## src/fetch_pkg.sv

```systemverilog
package fetch_pkg;

    // byte address and data widths
    typedef logic [31:0] addr_t;
    typedef logic [31:0] word_t;
    typedef logic [15:0] half_t;

    // delivered instruction with a compressed one in the low half
    typedef logic [31:0] insn_t;

    // instruction memory size in words
    localparam int MEM_WORDS = 256;
    localparam int IDX_W = $clog2(MEM_WORDS);

    // pc after reset
    localparam addr_t BOOT_ADDR = 32'h0000_0000;

    // fetch side request into the instruction memory
    typedef struct packed {
        logic  ren;
        addr_t addr;
    } mem_req_t;

    // memory response where rdata only counts while ren is high and busy low
    typedef struct packed {
        logic  busy;
        word_t rdata;
    } mem_rsp_t;

    // instruction handed to the decode stage
    typedef struct packed {
        logic  valid;
        logic  compressed;
        insn_t insn;
        addr_t pc;
    } fetch_out_t;

endpackage

```

## src/fetch_buffer.sv

```systemverilog
`timescale 1ns/1ps

module fetch_buffer (
    input  logic                 CLK,
    input  logic                 nRST,
    input  logic                 ren,
    input  logic                 invalidate,
    input  fetch_pkg::addr_t     pc,
    input  fetch_pkg::mem_rsp_t  rsp,
    output logic                 insn_valid,
    output logic                 insn_compressed,
    output fetch_pkg::insn_t     insn_out,
    output fetch_pkg::mem_req_t  req
);

    // one spare halfword left over from the last word read
    typedef struct packed {
        fetch_pkg::half_t data;
        logic             valid;
    } hbuf_t;

    hbuf_t            fb;
    hbuf_t            fb_next;
    logic             pc_aligned;
    logic             want_fetch;
    fetch_pkg::addr_t fetch_addr;

    function automatic logic is_compressed(fetch_pkg::half_t chunk);
        return (chunk[1:0] != 2'b11);
    endfunction

    assign pc_aligned = ~pc[1];

    always_ff @(posedge CLK, negedge nRST) begin
        if (!nRST) begin
            fb <= '0;
        end else begin
            fb <= fb_next;
        end
    end

    always_comb begin
        fb_next         = fb;
        fetch_addr      = pc;
        want_fetch      = 1'b0;
        insn_out        = '0;
        insn_valid      = 1'b0;
        insn_compressed = 1'b0;

        if (invalidate) begin
            // drop whatever was left from the old stream
            fb_next.valid = 1'b0;
        end else if (ren) begin
            if (pc_aligned) begin
                // whole word at pc and the buffer stays unused
                want_fetch = 1'b1;
                if (!rsp.busy) begin
                    insn_valid = 1'b1;
                    if (is_compressed(rsp.rdata[15:0])) begin
                        insn_out        = {16'h0000, rsp.rdata[15:0]};
                        insn_compressed = 1'b1;
                        // keep the upper half for the next pc
                        fb_next.valid   = 1'b1;
                        fb_next.data    = rsp.rdata[31:16];
                    end else begin
                        insn_out      = rsp.rdata;
                        fb_next.valid = 1'b0;
                    end
                end
            end else if (fb.valid) begin
                if (is_compressed(fb.data)) begin
                    // buffered half is a full instruction and needs no memory access
                    insn_out        = {16'h0000, fb.data};
                    insn_compressed = 1'b1;
                    insn_valid      = 1'b1;
                    fb_next.valid   = 1'b0;
                end else begin
                    // lower half is buffered and the upper half is in the next word
                    want_fetch = 1'b1;
                    fetch_addr = pc + 32'd2;
                    if (!rsp.busy) begin
                        insn_out      = {rsp.rdata[15:0], fb.data};
                        insn_valid    = 1'b1;
                        fb_next.valid = 1'b1;
                        fb_next.data  = rsp.rdata[31:16];
                    end
                end
            end else begin
                // misaligned with nothing buffered so read the word holding pc
                want_fetch = 1'b1;
                fetch_addr = {pc[31:2], 2'b00};
                if (!rsp.busy) begin
                    if (is_compressed(rsp.rdata[31:16])) begin
                        insn_out        = {16'h0000, rsp.rdata[31:16]};
                        insn_compressed = 1'b1;
                        insn_valid      = 1'b1;
                        fb_next.valid   = 1'b0;
                    end else begin
                        // stall a cycle and come back through the buffered path
                        fb_next.valid = 1'b1;
                        fb_next.data  = rsp.rdata[31:16];
                    end
                end
            end
        end
    end

    assign req.ren  = ren & want_fetch;
    assign req.addr = fetch_addr;

    // a held half always belongs to a misaligned pc
    a_fb_misaligned: assert property (
        @(posedge CLK) disable iff (!nRST)
        fb.valid |-> (pc[1] || $past(invalidate))
    );

    // nothing is delivered while paused or during a redirect
    a_valid_gated: assert property (
        @(posedge CLK) disable iff (!nRST)
        insn_valid |-> (ren && !invalidate)
    );

endmodule

```

## config.mk

```make
export PLATFORM = sky130hd
export DESIGN_NAME = fetch_buffer
export DESIGN_NICKNAME = d
export VERILOG_FILES = /design/src/fetch_pkg.sv /design/src/fetch_buffer.sv
export SDC_FILE = /design/constraint.sdc
export NUM_CORES = 1
export LEC_CHECK = 0
export BUFFER_PORTS_ARGS = -buffer_cell sky130_fd_sc_hd__buf_2
export CORE_MARGIN = 8
export CORE_UTILIZATION = 39
export DETAILED_ROUTE_END_ITERATION = 10
export GPL_ROUTABILITY_DRIVEN = 0
export PLACE_DENSITY_LB_ADDON = 0.08
export REMOVE_ABC_BUFFERS = 1
export SKIP_CTS_REPAIR_TIMING = 1
export SYNTH_ARGS = -nofsm -noshare
export SYNTH_HDL_FRONTEND = slang
export SYNTH_SLANG_ARGS = --single-unit
```

## constraint.sdc

```tcl
create_clock -name CLK -period 1.57 [get_ports CLK]
set_input_delay 0.2355 -clock CLK [delete_from_list [all_inputs] [get_ports CLK]]
set_output_delay 0.2355 -clock CLK [all_outputs]
set_load 0.03 [all_outputs]
```

==> run metrics <==
register with the most flip-flops=fb; GRT Total Usage=19.4%; Worst Path Max Fanout=4; CP max stage delay=roughly 0.41 ns; top routing layer in use=met4; status=finished, violations left; first-pass GRT wire length=~14,000 um; CP Class=flip-flop to primary output; CTS tree=yes; antenna fix cells=0; placed cell count=about 550; slowest cell on the critical path=dfrtp_1; die area=0.00817 sq mm; Hold WS=0.237 ns; Final Critical Period=2.05 ns; Layout Cells excl Fill=around 570; part of the cycle the worst path needs=131%; DR vias=3,038; Sw Share=40.9%; Gate power share=between 50% and 60%; Ys Warns=0; initial core utilization=39.7%; Routed Wire Length=slightly above 9000 um; met3 wire len=723 um; Skew-Pair Late Insertion Delay=approximately 0.26 ns; TNS Setup=-23.59 ns; row count=27; Max Freq=around 490 MHz; Slew headroom=73.1%; Buffers & Inverters on Critical Path=1; type of destination of the critical path=primary output; Die Wd=~90 um; Hold WC Path Type=input port to flip-flop; H-tree Lvls=1; RSZ-0062 raised after global routing=yes; post-route ant nets=0; Reg power frac=roughly 32%; vias in the first global route=3,037; post-DP HPWL=between 6000 and 7000 um; total grt overflow=0; Setup crit start kind=flip-flop; die height=around 90 um; CP arrival=about 1.8 ns; Met1 Wirelength=around 3800 um; syn avg cell area=around 7 sq um; Pwr Density=approximately 520 mW/mm^2; commonest non-fill, non-tap cell in the layout=buf_4; setup ws final=-0.485 ns; Max Clock Skew=0.00142 ns; TritonCTS Buffers=3; final-report max-slew violation count=0; most frequent cells in the layout=117 x buf_4, 70 x buf_2, 41 x nand2_1; largest net degree at the start of global routing=41; Seq/Total Area, Yosys=about 20%; Clk network pwr share=approximately 17%; drt wl/cell=around 16 um; clk slew on worst S/H paths=approximately 0.070 ns; Post-synth EDFFs=0; fraction of layout cells with a size suffix above 1=53.2%; drt first pass iters=5; DR iter-0 viols=around 170; Synth cell types=46; # DRC=0; nets@finish=around 570; Top FF cell, synth=dfrtp_1; CP required=~1.3 ns; ys async rst share=between 90% and 100%; CP dominant cell by count=and3_4; antenna violations before repair=0; wire length on met2=about 4500 um; P&R area growth vs syn=78.5%; CTS root buf=clkbuf_8; MaxCap Viol Count=0; failing checks=negative setup slack; Internal Power=about 1.2 mW; max reg flops=17; mapped cell area=0.00216 sq mm; Worst-Margin Slew=approximately 0.4 ns; Gate Count Post-Synth=approximately 300; Switch Pwr=a little over 0.8 mW; CTS sink cnt=17; critical-path cell list=and4b_2 > and4_4 > and3_4 > and3_4 > xor2_2 > buf_6; CTS Buffer Depth=2; LEAKAGE=around 1.8 nW; core region area=roughly 0.0054 sq mm; Top delay family on crit path=simple AND/OR/NAND/NOR gates; drt via density=about 5.4; num ports=~140; VDD IR max=between 0.4 and 0.5 mV; Final Hold Fails=0; flops & latches, synth=17; port bufs=roughly 140; Top Registers=fb: 17 flops; final setup fails=81
## tightest hold or removal path, cell delays in order
cell	delay [ns]
buf_2	0.11
nand3_1	0.05
o21ai_1	0.06
## metrics by stage
step                util (%)  area [sq um]  worst slack (ns)  power (mW)
finish                  70.8          3850            -0.485        2.02
global route            70.8          3850            -0.579        2.13
CTS                     61.5          3340            -0.623        1.86
detailed placement      60.6          3300            -0.344        1.52
global placement        60.6          3300            -0.316        1.50
floorplan                  -          2020            -0.756        1.05
## per-layer routing
metal  up-vias  global-route usage (%)
li1       1470                       -
met1      1420                    21.9
met2       133                    33.4
met3        15                    5.65
met4         0                    7.91
met5         -                       0
## cells by family (layout without fill, tap and decap cells)
family / after synthesis / in the layout / synth area share [%]
simple gates: 139 / 139 / 31.9
compound gates: 81 / 81 / 25.8
buf+inv: 41 / 226 / 9.34
xor+xnor: 29 / 29 / 12.1
flops: 17 / 17 / 19.7
fa+ha+maj: 1 / 1 / 0.580
mux: 1 / 1 / 0.522
## power groups by stage
stage               sequential (mW)  clock, mW  combinational [mW]
detailed placement            0.635          0               0.882
floorplan                     0.622          0               0.430
finish                        0.645      0.342                1.03
global route                  0.659      0.359                1.12
global placement              0.632          0               0.865
CTS                           0.630      0.348               0.884
## worst paths after layout
| check | startpoint | to | slack (ns) | cells past startpoint |
|---|---|---|---|---|
| worst max-delay path | fb[2] | req[26] | -0.48 | 6 |
| worst min-delay path | rsp[27] | fb[12] | 0.24 | 3 |
| worst max register to register | fb[2] | fb[1] | -0.11 | 8 |
| worst min register to register | fb[12] | fb[12] | 0.53 | 2 |
| max in group asynchronous | nRST | fb[0] | 0.83 | 2 |
| min in group asynchronous | nRST | fb[15] | 0.43 | 2 |
## cells in the mapped netlist (all sizes together) (4+ instances only)
library cell	n	share of area, %
nand2	51	9.0
nor2	31	5.5
nand3	25	6.4
a21oi	23	5.5
o21ai	19	4.4
dfrtp	17	20
inv	17	3.0
a22oi	16	5.6
a311oi	16	6.5
xnor2	16	6.5
clkbuf	14	3.4
xor2	13	5.6
buf	9	2.8
and3	7	2.6
and4	6	2.4
nand4	6	1.7
nor3	4	1.2
## cell type report
type	instances	area, sq um
Multi-Input combinational cell	251	1730
Fill cell	447	1590
Timing Repair Buffer	204	1500
Sequential cell	17	427
Tap cell	72	90.1
Inverter	18	67.6
Clock buffer	3	41.3
Clock inverter	1	5.00
Note: power is estimated with default switching activity, not from simulation.
