===== config.mk =====
export PLATFORM = sky130hd
export DESIGN_NAME = pc_gen
export DESIGN_NICKNAME = d
export VERILOG_FILES = /design/src/fetch_pkg.sv /design/src/pc_gen.sv
export SDC_FILE = /design/constraint.sdc
export NUM_CORES = 1
export LEC_CHECK = 0
export ABC_AREA = 1
export BUFFER_PORTS_ARGS = -buffer_cell sky130_fd_sc_hd__buf_2
export CAP_MARGIN = 20
export CORE_AREA = 5 5 97 99
export CTS_BUF_LIST = sky130_fd_sc_hd__clkbuf_4
export DETAILED_ROUTE_END_ITERATION = 8
export DIE_AREA = 0 0 102 104
export PLACE_DENSITY = 0.54
export RECOVER_POWER = 100
export SLEW_MARGIN = 0
export SYNTH_ARGS = -nofsm -noshare
export SYNTH_HDL_FRONTEND = slang
export SYNTH_SLANG_ARGS = --single-unit

===== constraint.sdc =====
create_clock -name CLK -period 1.62 [get_ports CLK]
set_input_delay 0.162 -clock CLK [delete_from_list [all_inputs] [get_ports CLK]]
set_output_delay 0.162 -clock CLK [all_outputs]
set_load 0.05 [all_outputs]

===== src/fetch_pkg.sv =====
package fetch_pkg;

    // byte address and data widths
    typedef logic [31:0] addr_t;
    typedef logic [31:0] word_t;
    typedef logic [15:0] half_t;

    // delivered instruction with a compressed one in the low half
    typedef logic [31:0] insn_t;

    // instruction memory size in words
    localparam int MEM_WORDS = 256;
    localparam int IDX_W = $clog2(MEM_WORDS);

    // pc after reset
    localparam addr_t BOOT_ADDR = 32'h0000_0000;

    // fetch side request into the instruction memory
    typedef struct packed {
        logic  ren;
        addr_t addr;
    } mem_req_t;

    // memory response where rdata only counts while ren is high and busy low
    typedef struct packed {
        logic  busy;
        word_t rdata;
    } mem_rsp_t;

    // instruction handed to the decode stage
    typedef struct packed {
        logic  valid;
        logic  compressed;
        insn_t insn;
        addr_t pc;
    } fetch_out_t;

endpackage


===== src/pc_gen.sv =====
`timescale 1ns/1ps

module pc_gen (
    input  logic             CLK,
    input  logic             nRST,
    input  logic             en,
    input  logic             redirect,
    input  fetch_pkg::addr_t redirect_pc,
    input  logic             insn_valid,
    input  logic             insn_compressed,
    output fetch_pkg::addr_t pc
);

    fetch_pkg::addr_t pc_next;
    fetch_pkg::addr_t step;

    // instruction length in bytes
    assign step = insn_compressed ? 32'd2 : 32'd4;

    always_comb begin
        pc_next = pc;
        if (redirect) begin
            // targets are halfword aligned
            pc_next = {redirect_pc[31:1], 1'b0};
        end else if (en && insn_valid) begin
            pc_next = pc + step;
        end
    end

    always_ff @(posedge CLK, negedge nRST) begin
        if (!nRST) begin
            pc <= fetch_pkg::BOOT_ADDR;
        end else begin
            pc <= pc_next;
        end
    end

    // halfword alignment must hold through resets, redirects and steps
    a_pc_half_aligned: assert property (
        @(posedge CLK) disable iff (!nRST)
        pc[0] == 1'b0
    );

endmodule


==> results of run 1 <==
-- repair_timing --
action / in CTS / in global routing
resized for setup: 4 / 17
setup buffers: 0 / 2
hold endpoints to repair: 17 / 0
pin swaps: 6 / 8
hold buffers: 1 / 0
endpoints found under the setup margin: 20 / 24
-- layout by cell type (no fill, tap or decap) --
cell type / count
nor2_2: 3
a21oi_1: 1
o21ai_0: 18
nand3b_1: 2
a31oi_1: 1
xor2_1: 6
inv_1: 47
nand2_4: 2
nand2_1: 151
ha_4: 1
nand4_1: 1
buf_4: 12
dfrtp_1: 23
clkbuf_1: 17
o21bai_1: 7
xnor2_1: 1
clkinv_1: 2
fa_2: 1
buf_2: 36
conb_1: 1
nor2_1: 35
nand2_2: 4
nand3_1: 28
clkbuf_4: 8
nor2_8: 1
dlygate4sd3_1: 1
dfrtp_2: 8
inv_2: 4
nand3_4: 1
o211ai_1: 6
a22o_1: 4
nand3_2: 4
ha_1: 1
clkbuf_2: 14
nor2_4: 7
-- synth_stat cells --
cell	instances	area, um^2
a21oi_1	1	5.000
a22o_1	4	35.03
nor2_1	39	146.4
ha_1	2	25.02
inv_1	49	183.9
inv_2	2	7.510
nand3_1	33	165.2
nand2_4	2	22.52
nand2_1	154	578.1
nor2_8	1	20.02
buf_4	1	7.510
o21ai_0	18	90.09
xor2_1	6	52.55
conb_1	1	3.750
buf_2	4	20.02
xnor2_1	1	8.760
o211ai_1	6	45.04
nor2_4	5	56.30
o21bai_1	7	52.55
a31oi_1	1	6.260
nand3b_1	2	15.01
nor2_2	1	6.260
clkbuf_1	4	15.01
nand4_1	1	6.260
nand2_2	1	6.260
fa_1	1	20.02
dfrtp_1	31	775.7
-- area by class of cell --
cell class / instances / area, um^2 / area share (%)
Multi-Input combinational cell: 287 / 1441 / 47.49
Sequential cell: 31 / 785.8 / 25.89
Clock inverter: 2 / 7.507 / 0.2473
Clock buffer: 6 / 45.04 / 1.484
Timing Repair Buffer: 82 / 429.2 / 14.14
Inverter: 51 / 191.4 / 6.307
Tap cell: 108 / 135.1 / 4.452
-- worst register-to-register path, stage by stage (launching register included) --
cell and delay (ns):
dfrtp_2 0.39, ha_4 0.13, inv_2 0.03, fa_2 0.39, nor2_8 0.16, nand2_4 0.08
nor2_4 0.14, nand2_1 0.06, nand2_1 0.06, nand2_1 0.04, nand2_1 0.05, nand2_1 0.06
-- metal layers --
layer	part of all wire [%]	vias up	global-route usage (%)
met5	0	-	0
met4	1.9	0	5.248
met3	4.5	10	2.683
met2	45	55	23.21
met1	48	1151	20.27
li1	-	1333	-
-- worst paths after layout --
check                                start  cells past startpoint  slack [ns]      to
min in group asynchronous             nRST                      2        0.54   pc[7]
max reg2reg                          pc[1]                     11       -0.08  pc[31]
max in group asynchronous             nRST                      3        0.14   pc[9]
min reg2reg                         pc[14]                      2        0.58  pc[14]
min                        redirect_pc[12]                      3        0.03  pc[12]
max                                  pc[1]                     11       -0.08  pc[31]
-- cell families (layout without fill, tap and decap cells) --
family / count (synthesis) / in the layout / share of synthesized area (%)
AOI/OAI and AO/OA: 37 / 37 / 9.847
and+or+nand+nor: 239 / 239 / 43.02
DFF: 31 / 31 / 32.65
buffers and inverters: 60 / 141 / 9.848
adders and majority gates: 3 / 3 / 1.896
other: 1 / 1 / 0.1578
xor gates and xnor gates: 7 / 7 / 2.580
-- power groups by stage --
stage                     clock network (mW)  logic (mW)  registers, mW
final                                  0.469       0.893          0.995
after detailed placement                   0       0.909           1.00
after CTS                              0.481       0.918          0.989
after global placement                     0       0.896          0.999
after global routing                   0.507       0.984           1.02
after floorplan                            0       0.331           1.28
==> out/metrics.cfg, run 1 <==
[routing]
drc=0
postRouteWirelength_um=7497
detail-route-antenna-nets=0
drtPass1Iterations=4
wl_per_cell_um=13.22
vias=2549
drt-initial-drc-count=128
avgViaCountPerCell=4.496

[placed_design]
dp_cells=556
place_ws_ns=-0.09142
numPortBuffers=67
hpwl_um=5848
place_area_um2=2939
place.gp.congestion=0.8442

[sta]
rsz0062_at_grt=true
setup_viol=13
tns_ns=-0.6434
setup_ws_ns=-0.07533
drv_slew=0
fin_crit_sh_pct=104.6
maxSlewHeadroom_pct=24.98
worstMarginPinSlew_ns=1.125
whs_ns=0.02508
finalHoldViolCount=0
finalClockSkew_ns=0.009537
min_period_ns=1.695
max_freq_mhz=589.9

[worst_hold_path]
hold_path.class=primary input to register

[cells_and_area]
area_delta_synth_final_pct=27.75
antenna_cells=0
final_area_um2=3035
largest-register=pc
largestRegisters=pc (31)
drive_gt1_share_pct=23.09
final_util_pct=35.86
fillers=955
final_cells=567
largest_register_ffs=31
nNetsFinal=499

[setup_path]
cp.buffers_inverters=1
cp.arrival_ns=1.94
critPathSlowestCell=dfrtp_2
worstSetupPathType=register to register
cp_cell_sequence=ha_4 > inv_2 > fa_2 > nor2_8 > nand2_4 > nor2_4 > nand2_1 > nand2_1 > nand2_1 > nand2_1 > nand2_1
worst-path-max-fanout=5
slowest_delay_ns=0.39
path_delay_family=simple AND/OR/NAND/NOR gates
end_kind=register
startpoint_type=register
worstPathRequired_ns=1.86
crit_top_cell=nand2_1

[power]
switchingPower_mw=1.066
seq_power_share_pct=42.2
clkPwrFrac_pct=19.9
netSwitchingFraction_pct=45.22
intPower_mw=1.291
irDropWorstVdd_mv=0.2673
finalPower_mw=2.357
power_leakage_nw=1.483
pwr-share-comb_pct=37.9
power_density_nw_per_um2=776.6

[floorplan]
dieArea_um2=10610
core_area_um2=8466
placementRows=34
start_util_pct=28.07
fp.dieW_um=102
top_level_ports=70
die_h_um=104

[yosys]
syn_area_um2=2376
avgSynthCellArea_um2=6.286
netlist_instances=378
yosysSeqAreaShare_pct=32.65
synth_cell_type_count=27
synth-seq-cells=31
syn-num-nets=419
yosys_warnings=0

[global_routing]
grt-ovfl-total=0
grt_use_total_pct=14.84
antenna_found_initial=0
grt_max_degree=31
grt_pass1_wl_um=12580
grt_pass1_vias=2601

[cts]
clk_pin_slew_worst_paths_ns=0.11
cts_tree=built
cts-root-buf=clkbuf_4
clock-sinks=31
numCtsBuffers=5
max-clock-path-buffers=2
htree_levels=2
clkLatencyLatePin_ns=0.35

[outcome]
violations=negative setup slack
status=finished, violations left

[flow_run]
cap_violations=0

No activity file was read; power rests on OpenSTA's default activity.
==> run 2, diff against run 1 <==
- CAP_MARGIN: 20 -> not set
- CTS_CLUSTER_SIZE: not set -> 8
- PLACE_DENSITY: 0.54 -> 0.55
==> out/metrics.cfg, run 2 (synthesis gave the netlist of run 1 again) <==
[outcome]
status=finished, violations left
violations=negative setup slack

[cts]
clkLatencyLatePin_ns=0.34  ; about the same
max-clock-path-buffers=2  ; unchanged
cts_tree=built
htree_levels=2  ; unchanged
clock-sinks=31  ; unchanged
clk_pin_slew_worst_paths_ns=0.11  ; about the same
numCtsBuffers=5  ; unchanged
cts-root-buf=clkbuf_4

[routing]
wl_per_cell_um=13.03  ; -1.5%
postRouteWirelength_um=7425  ; -0.96%
drtPass1Iterations=4  ; unchanged
avgViaCountPerCell=4.544  ; +1.1%
detail-route-antenna-nets=0  ; unchanged
vias=2590  ; +1.6%
drc=0  ; unchanged
drt-initial-drc-count=90  ; -30%

[floorplan]
fp.dieW_um=102  ; unchanged
core_area_um2=8466  ; unchanged
dieArea_um2=10610  ; unchanged
die_h_um=104  ; unchanged
placementRows=34  ; unchanged
top_level_ports=70  ; unchanged
start_util_pct=28.07  ; unchanged

[global_routing]
grt_pass1_wl_um=12460  ; -0.93%
grt_max_degree=22  ; -29%
grt_use_total_pct=14.53  ; -0.31 points
antenna_found_initial=1  ; +1
grt_pass1_vias=2596  ; -0.19%
grt_use_met1_pct=19.31  ; -0.96 points
grt-ovfl-total=0  ; unchanged
met2_usage_pct=23.63  ; +0.42 points
grtUsageMet3_pct=2.414  ; -0.27 points
busiest_layer=met2

[cells_and_area]
largestRegisters=pc (31)
largest_register_ffs=31  ; unchanged
largest-register=pc
fillers=941  ; -1.5%
final_cell_mix=nand2_1, buf_2, inv_1
area_delta_synth_final_pct=30.70
drive_gt1_share_pct=26.46  ; +3.4 points
nNetsFinal=501  ; +0.40%
layout_commonest_cell=nand2_1

[placed_design]
numPortBuffers=67  ; unchanged
place.gp.congestion=0.8549  ; +1.3%
hpwl_um=5962  ; +2.0%
place_ws_ns=-0.06234  ; +0.02909 ns

[sta]
worstMarginPinSlew_ns=0.9943  ; -0.1310 ns
setup_viol=14  ; +1
finalHoldViolCount=0  ; unchanged
fin_crit_sh_pct=106.8  ; +2.2 points
rsz0062_at_grt=true
drv_slew=0  ; unchanged
maxSlewHeadroom_pct=33.71  ; +8.7 points
min_period_ns=1.730  ; +0.03488 ns
whs_ns=0.03296  ; +0.007878 ns
setup_ws_ns=-0.1102  ; -0.03488 ns
max_freq_mhz=578.0  ; -2.0%
finalClockSkew_ns=0.008908  ; -0.0006294 ns
tns_ns=-0.7513  ; -0.1079 ns

[setup_path]
end_kind=register
worst-path-max-fanout=5  ; unchanged
cp.arrival_ns=1.97  ; +0.03 ns
reg2reg_depth=9  ; -2
cp_cell_sequence=ha_4 > inv_2 > fa_2 > nor2_8 > buf_4 > buf_6 > nand4_1 > a21oi_1 > nor2_1
slowest_delay_ns=0.40  ; about the same
critPathSlowestCell=dfrtp_2
worstPathRequired_ns=1.86  ; about the same
worstSetupPathType=register to register
startpoint_type=register

[power]
intPower_mw=1.325  ; +2.6%
finalPower_mw=2.402  ; +1.9%
pwr-share-comb_pct=39.3  ; +1.4 points
switchingPower_mw=1.077  ; +1.0%
clkPwrFrac_pct=19.6  ; -0.3 points
seq_power_share_pct=41.0  ; -1.2 points
power_leakage_nw=1.566  ; +5.6%
irDropWorstVdd_mv=0.3033  ; +13%
netSwitchingFraction_pct=44.83  ; -0.39 points
power_density_nw_per_um2=773.6  ; -0.39%

[flow_run]
cap_violations=0  ; unchanged

[worst_hold_path]
hold_path.class=primary input to register
hold_depth=3  ; unchanged

run 2: cell count changes in the layout (fill, tap and decap cells not counted), moves of 2 or more:
| cell | previous run | this run |
|---|---|---|
| clkbuf_4 | 8 | 6 |
| buf_6 | 0 | 2 |
| buf_2 | 36 | 67 |
| dfrtp_1 | 23 | 29 |
| dfrtp_2 | 8 | 2 |
| nand2_1 | 151 | 148 |
| clkbuf_1 | 17 | 1 |
| nand2_4 | 2 | 5 |
| clkbuf_2 | 14 | 0 |
run 2: what timing repair did:
item | 4_1_cts | 5_1_grt
hold buffers | 1 | 0
endpoints found under the setup margin | 19 | 24
setup buffers | 1 | 1
endpoints found under the hold margin | 16 | 0
resized for setup | 4 | 19
pin swaps | 5 | 14
run 2: routing by layer:
metal	share of wire, %	wire [um]	vias to the layer above
met5	0	0	-
met4	1.7	127	0
met1	47	3497	1204
li1	-	-	1334
met2	48	3541	44
met3	3.5	259	8
run 2: final cells by class:
| type | instances | area [um^2] | area share, % |
|---|---|---|---|
| multi-input cells | 287 | 1474 | 47.46 |
| flip-flops and latches | 31 | 778.2 | 25.06 |
| repair buffers | 84 | 469.2 | 15.11 |
| inverters | 51 | 193.9 | 6.245 |
| well taps | 108 | 135.1 | 4.351 |
| clock buffers | 6 | 45.04 | 1.450 |
| clock inverters | 2 | 7.507 | 0.2417 |
| diodes | 1 | 2.502 | 0.08058 |
run 2: path summary, 6_finish.rpt:
kind | start | endpoint | slack, ns
max | pc[1] | pc[9] | -0.11
min | redirect_pc[3] | pc[3] | 0.03
max reg2reg | pc[1] | pc[9] | -0.11
min reg2reg | pc[5] | pc[5] | 0.61
max in group asynchronous | nRST | pc[2] | 0.17
min in group asynchronous | nRST | pc[27] | 0.49
run 2: power by group through the flow:
stage	combinational, mW	clock [mW]	sequential [mW]
CTS	0.931	0.498	0.983
floorplan	0.331	0	1.28
global placement	0.906	0	0.996
global route	1.03	0.522	1.01
finish	0.945	0.471	0.986
detailed placement	0.917	0	0.997
run 2: through the flow:
step                      instances  cell area [um^2]  utilization, %
after CTS                       568              3043           35.94
after global routing            570              3105           36.68
final                           570              3105           36.68
after floorplan                 378              2409               -
after detailed placement        558              2954           34.90
after global placement          558              2954           34.90
run 2: worst max-delay path: cells and delay by family, from the launching register on:
kind | cells | cell delay (ns)
buffers and inverters | 3 | 0.26
flip-flops | 1 | 0.40
AO/OA/AOI/OAI | 1 | 0.16
AND/OR/NAND/NOR | 3 | 0.30
adder cells (fa/ha/maj) | 2 | 0.52
